## src/source/videoPkg.sv

```systemverilog
// Video transmitter shared constants
`default_nettype none

package videoPkg;

	// ----------------------------------------------------------
	// Pixel format ARGB4444
	// ----------------------------------------------------------

	// One colour or alpha component
	localparam int cColorBits = 4;

	// Colour lanes, packed red green blue
	localparam int cLanes = 3;

	// Whole ARGB word
	localparam int cPixelBits = 16;

	// ----------------------------------------------------------
	// Pipeline and counters
	// ----------------------------------------------------------

	// Register stages inside one colour lane
	// Output stage delays sync by the same amount
	localparam int cLaneLatency = 1;

	// Pixel and line counter width
	localparam int cPosBits = 11;

endpackage

`default_nettype wire
```

## src/source/videoTxTop.sv

```systemverilog
// TFT video transmitter top
`timescale 1ns/1ps
`default_nettype none

module videoTxTop #(
	parameter int pHActive  = 480,
	parameter int pHFront   = 2,
	parameter int pHSync    = 41,
	parameter int pHBack    = 2,
	parameter int pVActive  = 272,
	parameter int pVFront   = 2,
	parameter int pVSync    = 10,
	parameter int pVBack    = 2,
	// Bar width as a power of two
	parameter int pBarShift = 6
)(
	input  wire logic                                             iVideoClk,
	input  wire logic                                             rstN,
	input  wire logic                                             iPatternSel,
	// Background R G B, red in the top nibble
	input  wire logic [videoPkg::cLanes*videoPkg::cColorBits-1:0] iBgColor,
	input  wire logic [7:0]                                       iBlDuty,
	output logic [videoPkg::cColorBits-1:0]                       oTftColorR,
	output logic [videoPkg::cColorBits-1:0]                       oTftColorG,
	output logic [videoPkg::cColorBits-1:0]                       oTftColorB,
	output logic                                                  oHSync,
	output logic                                                  oVSync,
	output logic                                                  oDe,
	output logic                                                  oFrameEnd,
	output logic                                                  oBackLight
);

	import videoPkg::*;

	// Timing generator outputs
	logic                syncHSync;
	logic                syncVSync;
	logic                syncDe;
	logic                syncFe;
	logic [cPosBits-1:0] posX;
	logic [cPosBits-1:0] posY;

	// Pattern stage outputs
	logic [cLanes-1:0][cColorBits-1:0] color;
	logic [cColorBits-1:0]             alpha;
	logic                              patHSync;
	logic                              patVSync;
	logic                              patDe;
	logic                              patFe;

	// Blended lanes
	logic [cLanes-1:0][cColorBits-1:0] laneColor;

	// ----------------------------------------------------------
	// Timing and pattern
	// ----------------------------------------------------------

	videoSyncGen #(
		.pHActive (pHActive),
		.pHFront  (pHFront),
		.pHSync   (pHSync),
		.pHBack   (pHBack),
		.pVActive (pVActive),
		.pVFront  (pVFront),
		.pVSync   (pVSync),
		.pVBack   (pVBack)
	) syncGen_i (
		.iVideoClk (iVideoClk),
		.rstN      (rstN),
		.hSync     (syncHSync),
		.vSync     (syncVSync),
		.de        (syncDe),
		.fe        (syncFe),
		.posX      (posX),
		.posY      (posY)
	);

	pixelPatternGen #(
		.pBarShift (pBarShift)
	) patternGen_i (
		.iVideoClk   (iVideoClk),
		.rstN        (rstN),
		.hSync       (syncHSync),
		.vSync       (syncVSync),
		.de          (syncDe),
		.fe          (syncFe),
		.posX        (posX),
		.posY        (posY),
		.iPatternSel (iPatternSel),
		.color       (color),
		.alpha       (alpha),
		.patHSync    (patHSync),
		.patVSync    (patVSync),
		.patDe       (patDe),
		.patFe       (patFe)
	);

	// ----------------------------------------------------------
	// Colour lanes
	// ----------------------------------------------------------

	// Lane index matches the nibble position in iBgColor
	for (genvar gLane = 0; gLane < cLanes; gLane++)
	begin : genLane
		channelBlendLane lane_i (
			.iVideoClk (iVideoClk),
			.rstN      (rstN),
			.color     (color[gLane]),
			.alpha     (alpha),
			.bg        (iBgColor[gLane*cColorBits +: cColorBits]),
			.blended   (laneColor[gLane])
		);
	end

	// ----------------------------------------------------------
	// Pins and backlight
	// ----------------------------------------------------------

	tftOutputStage outStage_i (
		.iVideoClk  (iVideoClk),
		.rstN       (rstN),
		.laneColor  (laneColor),
		.patHSync   (patHSync),
		.patVSync   (patVSync),
		.patDe      (patDe),
		.patFe      (patFe),
		.oTftColorR (oTftColorR),
		.oTftColorG (oTftColorG),
		.oTftColorB (oTftColorB),
		.oHSync     (oHSync),
		.oVSync     (oVSync),
		.oDe        (oDe),
		.oFrameEnd  (oFrameEnd)
	);

	backlightPwm blPwm_i (
		.iVideoClk  (iVideoClk),
		.rstN       (rstN),
		.iBlDuty    (iBlDuty),
		.oBackLight (oBackLight)
	);

endmodule

`default_nettype wire

```

## src/source/backlightPwm.sv

```systemverilog
// Backlight PWM dimmer
`timescale 1ns/1ps
`default_nettype none

module backlightPwm (
	input  wire logic       iVideoClk,
	input  wire logic       rstN,
	input  wire logic [7:0] iBlDuty,
	output logic            oBackLight
);

	// Free-running period counter, wraps every 256 clocks
	logic [7:0] pwmCnt;

	always_ff @(posedge iVideoClk or negedge rstN)
	begin
		if (!rstN)
		begin
			pwmCnt     <= '0;
			oBackLight <= 1'b0;
		end
		else
		begin
			pwmCnt <= pwmCnt + 8'd1;
			// High for iBlDuty counts out of every 256
			oBackLight <= (pwmCnt < iBlDuty);
		end
	end

endmodule

`default_nettype wire

```

## src/source/tftOutputStage.sv

```systemverilog
// TFT pin output stage
`timescale 1ns/1ps
`default_nettype none

module tftOutputStage (
	input  wire logic                                                  iVideoClk,
	input  wire logic                                                  rstN,
	input  wire logic [videoPkg::cLanes-1:0][videoPkg::cColorBits-1:0] laneColor,
	input  wire logic                                                  patHSync,
	input  wire logic                                                  patVSync,
	input  wire logic                                                  patDe,
	input  wire logic                                                  patFe,
	output logic [videoPkg::cColorBits-1:0]                            oTftColorR,
	output logic [videoPkg::cColorBits-1:0]                            oTftColorG,
	output logic [videoPkg::cColorBits-1:0]                            oTftColorB,
	output logic                                                       oHSync,
	output logic                                                       oVSync,
	output logic                                                       oDe,
	output logic                                                       oFrameEnd
);

	import videoPkg::*;

	// Bundle order HSync VSync DE FE
	localparam int lSyncBits = 4;

	logic [cLaneLatency-1:0][lSyncBits-1:0] syncPipe;
	logic [lSyncBits-1:0]                   syncAligned;

	// ----------------------------------------------------------
	// Sync delay matching the lanes
	// ----------------------------------------------------------

	always_ff @(posedge iVideoClk or negedge rstN)
	begin
		if (!rstN)
			syncPipe <= '0;
		else
		begin
			syncPipe[0] <= {patHSync, patVSync, patDe, patFe};
			// Further stages only when lanes get deeper
			for (int i = 1; i < cLaneLatency; i++)
				syncPipe[i] <= syncPipe[i-1];
		end
	end

	assign syncAligned = syncPipe[cLaneLatency-1];

	// ----------------------------------------------------------
	// Pin registers
	// ----------------------------------------------------------

	always_ff @(posedge iVideoClk or negedge rstN)
	begin
		if (!rstN)
		begin
			{oTftColorR, oTftColorG, oTftColorB} <= '0;
			{oHSync, oVSync, oDe, oFrameEnd} <= '0;
		end
		else
		begin
			// Blank colour outside active video
			if (syncAligned[1])
				{oTftColorR, oTftColorG, oTftColorB} <= laneColor;
			else
				{oTftColorR, oTftColorG, oTftColorB} <= '0;
			{oHSync, oVSync, oDe, oFrameEnd} <= syncAligned;
		end
	end

endmodule

`default_nettype wire

```

## src/source/channelBlendLane.sv

```systemverilog
// Alpha blend colour lane
`timescale 1ns/1ps
`default_nettype none

module channelBlendLane (
	input  wire logic                              iVideoClk,
	input  wire logic                              rstN,
	input  wire logic [videoPkg::cColorBits-1:0]   color,
	input  wire logic [videoPkg::cColorBits-1:0]   alpha,
	input  wire logic [videoPkg::cColorBits-1:0]   bg,
	output logic [videoPkg::cColorBits-1:0]        blended
);

	import videoPkg::*;

	// Weights always sum to full scale so the sum fits this width
	localparam int lMixBits = 2 * cColorBits;
	localparam int lFullScale = (1 << cColorBits) - 1;

	logic [cColorBits-1:0] bgQ;
	logic [lMixBits-1:0]   fgWeight;
	logic [lMixBits-1:0]   bgWeight;
	logic [lMixBits-1:0]   mix;

	// ----------------------------------------------------------
	// Background capture
	// ----------------------------------------------------------

	// Background taken in step with the pattern stage
	always_ff @(posedge iVideoClk)
	begin
		bgQ <= bg;
	end

	// ----------------------------------------------------------
	// Blend
	// ----------------------------------------------------------

	// Foreground weight alpha+1, background the rest
	assign fgWeight = lMixBits'(alpha) + lMixBits'(1);
	assign bgWeight = lMixBits'(lFullScale) - lMixBits'(alpha);
	assign mix = lMixBits'(color) * fgWeight + lMixBits'(bgQ) * bgWeight;

	// Divide by 16 and register
	always_ff @(posedge iVideoClk or negedge rstN)
	begin
		if (!rstN)
			blended <= '0;
		else
			blended <= mix[lMixBits-1 -: cColorBits];
	end

endmodule

`default_nettype wire

```

## src/source/pixelPatternGen.sv

```systemverilog
// ARGB4444 test pattern source
`timescale 1ns/1ps
`default_nettype none

module pixelPatternGen #(
	parameter int pBarShift = 6
)(
	input  wire logic                                              iVideoClk,
	input  wire logic                                              rstN,
	input  wire logic                                              hSync,
	input  wire logic                                              vSync,
	input  wire logic                                              de,
	input  wire logic                                              fe,
	input  wire logic [videoPkg::cPosBits-1:0]                     posX,
	input  wire logic [videoPkg::cPosBits-1:0]                     posY,
	input  wire logic                                              iPatternSel,
	output logic [videoPkg::cLanes-1:0][videoPkg::cColorBits-1:0]  color,
	output logic [videoPkg::cColorBits-1:0]                        alpha,
	output logic                                                   patHSync,
	output logic                                                   patVSync,
	output logic                                                   patDe,
	output logic                                                   patFe
);

	import videoPkg::*;

	logic [cPosBits-1:0]   bar;
	logic [cColorBits-1:0] redNext;
	logic [cColorBits-1:0] greenNext;
	logic [cColorBits-1:0] blueNext;
	logic [cColorBits-1:0] alphaNext;
	logic [cPixelBits-1:0] pixelNext;
	logic [cPixelBits-1:0] pixelQ;

	// ----------------------------------------------------------
	// Pattern decode
	// ----------------------------------------------------------

	// Bar index along the line
	assign bar = posX >> pBarShift;

	always_comb
	begin
		if (iPatternSel)
		begin
			// Gradient, alpha ramps every other pixel
			redNext   = posX[cColorBits-1:0];
			greenNext = posY[cColorBits-1:0];
			blueNext  = posX[cColorBits-1:0] ^ posY[cColorBits-1:0];
			alphaNext = posX[cColorBits:1];
		end
		else
		begin
			// Colour bars, fully opaque
			redNext   = {cColorBits{bar[2]}};
			greenNext = {cColorBits{bar[1]}};
			blueNext  = {cColorBits{bar[0]}};
			alphaNext = '1;
		end
	end

	// Alpha in the top nibble, then R G B
	assign pixelNext = {alphaNext, redNext, greenNext, blueNext};

	// ----------------------------------------------------------
	// Pixel and timing register
	// ----------------------------------------------------------

	always_ff @(posedge iVideoClk)
	begin
		pixelQ <= pixelNext;
	end

	always_ff @(posedge iVideoClk or negedge rstN)
	begin
		if (!rstN)
		begin
			patHSync <= 1'b0;
			patVSync <= 1'b0;
			patDe    <= 1'b0;
			patFe    <= 1'b0;
		end
		else
		begin
			patHSync <= hSync;
			patVSync <= vSync;
			patDe    <= de;
			patFe    <= fe;
		end
	end

	// Split the word back into lanes and alpha
	assign alpha = pixelQ[cPixelBits-1 -: cColorBits];
	assign color = pixelQ[cLanes*cColorBits-1:0];

endmodule

`default_nettype wire

```

## src/source/videoSyncGen.sv

```systemverilog
// Video timing generator
`timescale 1ns/1ps
`default_nettype none

module videoSyncGen #(
	parameter int pHActive = 480,
	parameter int pHFront  = 2,
	parameter int pHSync   = 41,
	parameter int pHBack   = 2,
	parameter int pVActive = 272,
	parameter int pVFront  = 2,
	parameter int pVSync   = 10,
	parameter int pVBack   = 2
)(
	input  wire logic                          iVideoClk,
	input  wire logic                          rstN,
	output logic                               hSync,
	output logic                               vSync,
	output logic                               de,
	output logic                               fe,
	output logic [videoPkg::cPosBits-1:0]      posX,
	output logic [videoPkg::cPosBits-1:0]      posY
);

	import videoPkg::*;

	// ----------------------------------------------------------
	// Interval boundaries
	// ----------------------------------------------------------

	// Last count of a line and of a frame
	localparam logic [cPosBits-1:0] lHLast =
		cPosBits'(pHActive + pHFront + pHSync + pHBack - 1);
	localparam logic [cPosBits-1:0] lVLast =
		cPosBits'(pVActive + pVFront + pVSync + pVBack - 1);
	// Active area ends
	localparam logic [cPosBits-1:0] lHActive = cPosBits'(pHActive);
	localparam logic [cPosBits-1:0] lVActive = cPosBits'(pVActive);
	localparam logic [cPosBits-1:0] lHActLast = cPosBits'(pHActive - 1);
	localparam logic [cPosBits-1:0] lVActLast = cPosBits'(pVActive - 1);
	// Sync windows, start inclusive and end exclusive
	localparam logic [cPosBits-1:0] lHSyncStart = cPosBits'(pHActive + pHFront);
	localparam logic [cPosBits-1:0] lHSyncEnd = cPosBits'(pHActive + pHFront + pHSync);
	localparam logic [cPosBits-1:0] lVSyncStart = cPosBits'(pVActive + pVFront);
	localparam logic [cPosBits-1:0] lVSyncEnd = cPosBits'(pVActive + pVFront + pVSync);

	logic [cPosBits-1:0] hCnt;
	logic [cPosBits-1:0] vCnt;
	logic [cPosBits-1:0] hNext;
	logic [cPosBits-1:0] vNext;
	logic                lineEnd;

	// ----------------------------------------------------------
	// Next counter state
	// ----------------------------------------------------------

	assign lineEnd = (hCnt == lHLast);
	assign hNext = lineEnd ? '0 : hCnt + cPosBits'(1);
	// Line count moves only on the last pixel of a line
	assign vNext = !lineEnd ? vCnt : ((vCnt == lVLast) ? '0 : vCnt + cPosBits'(1));

	// ----------------------------------------------------------
	// Counters with flags decoded from next state
	// ----------------------------------------------------------

	// Flags are decoded from the next count so that they stay in step
	// with the counter registers
	always_ff @(posedge iVideoClk or negedge rstN)
	begin
		if (!rstN)
		begin
			// Park on the last blank pixel, every flag low there
			hCnt  <= lHLast;
			vCnt  <= lVLast;
			hSync <= 1'b0;
			vSync <= 1'b0;
			de    <= 1'b0;
			fe    <= 1'b0;
		end
		else
		begin
			hCnt  <= hNext;
			vCnt  <= vNext;
			hSync <= (hNext >= lHSyncStart) && (hNext < lHSyncEnd);
			vSync <= (vNext >= lVSyncStart) && (vNext < lVSyncEnd);
			de    <= (hNext < lHActive) && (vNext < lVActive);
			// Last active pixel of the frame
			fe    <= (hNext == lHActLast) && (vNext == lVActLast);
		end
	end

	// Position of the current pixel
	assign posX = hCnt;
	assign posY = vCnt;

endmodule

`default_nettype wire

```

## config.mk

```make
export PLATFORM = sky130hd
export DESIGN_NAME = videoTxTop
export DESIGN_NICKNAME = d
export VERILOG_FILES = /design/src/source/videoPkg.sv /design/src/source/videoTxTop.sv /design/src/source/backlightPwm.sv /design/src/source/tftOutputStage.sv /design/src/source/channelBlendLane.sv /design/src/source/pixelPatternGen.sv /design/src/source/videoSyncGen.sv
export SDC_FILE = /design/constraint.sdc
export NUM_CORES = 1
export LEC_CHECK = 0
export BUFFER_PORTS_ARGS = -buffer_cell sky130_fd_sc_hd__buf_2
export CAP_MARGIN = 20
export CORE_AREA = 8 8 164 166
export CTS_BUF_LIST = sky130_fd_sc_hd__clkbuf_2
export CTS_CLUSTER_DIAMETER = 200
export CTS_CLUSTER_SIZE = 14
export DETAILED_ROUTE_END_ITERATION = 6
export DIE_AREA = 0 0 172 174
export PLACE_DENSITY = 0.55
export SKIP_CTS_REPAIR_TIMING = 1
export SLEW_MARGIN = 40
export SYNTH_ARGS = -nofsm -noshare
export SYNTH_HDL_FRONTEND = slang
export SYNTH_SLANG_ARGS = --single-unit
```

## constraint.sdc

```tcl
create_clock -name iVideoClk -period 7.69 [get_ports iVideoClk]
set_input_delay 0.769 -clock iVideoClk [delete_from_list [all_inputs] [get_ports iVideoClk]]
set_output_delay 0.769 -clock iVideoClk [all_outputs]
set_load 0.01 [all_outputs]
```

==> flow_summary.ini <==
[critical_path]
slowest_delay_ns = 0.82
critPathTopFamily = adder cells
crit_chain = ha_1, and2_1, fa_1, inv_1, fa_1, inv_1, fa_1, fa_1, ha_1, and4b_1, a31o_2, a21oi_1, inv_1, a21oi_1, xnor2_1
crit_slowest_cell = dfxtp_1
path_max_fanout = 14
worstSetupPathType = reg2reg
startpoint_type = flop
worstSetupEndpointType = flop
worstPathRequired_ns = 8.27
r2r_start = patternGen_i.pixelQ[13]
cp.arrival_ns = 5.51
cpMostUsedCell = fa_1
rr_endpoint = genLane[0].lane_i.blended[2]
worst_r2r_path_depth = 15
critPathBufInv = 3
regToRegSetupSlack_ns = 2.76

[global_route]
globalRouteOverflowTotal = 0
grt_max_degree = 72
grt_usage = 0.103
antenna_found_initial = 2
grt_pass1_vias = 4884
grt_pass1_wl_um = 24700

[drt]
wl_per_cell_um = 13.3
ant_nets = 0
viasPerCell = 4.34
drtIter0Drc = 256
first_pass_iters = 4
dr_total_vias = 4692
drt-total-wl_um = 14400
drc = 0

[die]
io-pin-count = 40
start_util = 0.292
die_w_um = 172
row_count = 58
design.die.area_sq_um = 29900
dieHeight_um = 174
core_sq_um = 24500

[logic_synthesis]
synth_warnings = 0
synth_top_area_cell = dfrtp_1
synth_top_area_share = 0.220
synthTopCellsByArea = dfrtp_1 (22%), fa_1 (16%), ha_1 (11%)
async_flop_share = 0.717
netlist_area_sq_um = 7170
syn_area_per_cell_sq_um = 9.86
seq_area_frac_synth = 0.327
ys_seq_elements = 99
synth_ff_type = dfrtp_1
syn_nets = 869
ys_types = 57
synth_cells = 727
synth_edf_count = 0

[sta]
worstMarginPinSlew_ns = 0.672
hold_viol_final = 0
period_minus_slack_ns = 4.93
rsz0062_at_grt = false
hold_ws_ns = 0.0725
fin_skew_ns = 0.0445
timing.fmax_mhz = 203
maxSlewHeadroom = 0.551
maxSlewViolCount = 0
finalCritPeriodShare = 0.641
setup_tns_ns = 0
setup_viol = 0

[clock_network]
clk_path_buf_depth = 2
clk_latency_ns = 0.64
cts.sinks = 99
cts.clk_slew.worst_paths_ns = 0.34
cts_root_buf = clkbuf_2
numCtsBuffers = 9
ctsHtreeMaxLevel = 3
cts_tree = yes

[layout]
mostFrequentLayoutCells = inv_1 (112), dfrtp_1 (63), ha_1 (62)
layout_commonest_cell = inv_1
nets = 888
drive_gt1_frac = 0.105
syn_to_final_growth_pct = 8.64

[pwr]
vdd_drop_max_mv = 0.0574
leakage_nw = 3.62
power_density_nw_per_um2 = 130

[placement]
place.gp.congestion = 0.780
place.detailed.hpwl_um = 10700
portBuffers = 39

[hold_path]
min_path_type = in2async

[outcome]
outcome = finished clean

[run]
drv_cap = 0
[cell usage after synthesis, types with 15 or more instances]
library cell,n
inv_1,112
fa_1,57
clkbuf_1,15
nor2b_1,50
and2_1,44
nor2_1,18
ha_1,62
nand2b_1,24
dfrtp_1,63
a21oi_1,20
nand2_1,43
xnor2_1,37
dfxtp_1,28
xor2_1,16
[flip-flops by register name (all words and copies together), names as in the netlist, 4 cells and up]
name,count
outStage_i.oTftColorR,4
syncGen_i.posX,11
genLane.lane_i.blended,12
outStage_i.syncAligned,4
outStage_i.oTftColorG,4
genLane.lane_i.bgQ,12
outStage_i.oTftColorB,4
patternGen_i.pixelQ,16
syncGen_i.posY,11
blPwm_i.pwmCnt,8
[cell type report]
class                      count  area [sq um]
sequential                    99          2350
fill                        2589         16700
inverter                     112           420
timing repair buffer          39           201
clock inverter                 7          91.3
tap                          330           413
antenna                        1          2.50
clock buffer                   9          45.0
multi-input combinational    485          4270
[worst reg2reg max path, cell delays in order (launching register included)]
cell     delay (ns)
dfxtp_1        0.82
ha_1           0.48
and2_1         0.21
fa_1           0.48
inv_1          0.05
fa_1           0.47
inv_1          0.05
fa_1           0.50
fa_1           0.49
ha_1           0.29
and4b_1        0.18
a31o_2         0.25
a21oi_1        0.26
inv_1          0.07
a21oi_1        0.18
xnor2_1        0.13
[metal layers]
layer / vias up / track usage / wire length (um)
li1: 2343 / - / -
met1: 2273 / 0.128 / 6450
met2: 59 / 0.173 / 7130
met3: 15 / 0.0229 / 515
met4: 2 / 0.0363 / 259
met5: - / 0 / 13
[worst max path at each step]
stage / end / start / depth (start not counted) / slack, ns
6_report: genLane[0].lane_i.blended[2] / patternGen_i.pixelQ[13] / 15 / 2.76
5_1_grt: genLane[0].lane_i.blended[3] / patternGen_i.pixelQ[13] / 14 / 2.54
4_1_cts: genLane[0].lane_i.blended[2] / patternGen_i.pixelQ[12] / 15 / 2.62
3_5_place_dp: genLane[0].lane_i.blended[2] / patternGen_i.pixelQ[12] / 15 / 2.65
3_3_place_gp: genLane[0].lane_i.blended[2] / patternGen_i.pixelQ[12] / 14 / 2.77
2_1_floorplan: genLane[0].lane_i.blended[2] / patternGen_i.pixelQ[12] / 15 / 3.32
[power breakdown]
group | switching [W] | internal [W] | leakage, nW | total [W]
Sequential | 0.0000151 | 0.000546 | 1.10 | 0.000561
Clock | 0.000213 | 0.0000578 | 0.0781 | 0.000270
Combinational | 0.0000999 | 0.0000830 | 2.43 | 0.000183
[kinds of logic after synthesis]
| logic type | synth area share |
|---|---|
| flip-flops | 0.327 |
| adder cells (fa/ha/maj) | 0.267 |
| buffers and inverters | 0.0796 |
| AND/OR/NAND/NOR | 0.204 |
| XOR/XNOR | 0.0647 |
| multiplexers | 0.00140 |
| AO/OA/AOI/OAI | 0.0558 |
[per-stage QoR]
step	instance area, sq um	utilization	setup WS (ns)	power, W	instances
final	7790	0.318	2.76	0.00101	1082
after global routing	7790	0.318	2.54	0.00109	1082
after CTS	7790	0.317	2.62	0.00105	1081
after detailed placement	7650	0.312	2.65	0.000760	1065
after global placement	7630	0.311	2.77	0.000756	1065
after floorplan	7170	-	3.32	0.000703	727
Note: power is estimated with default switching activity, not from simulation.
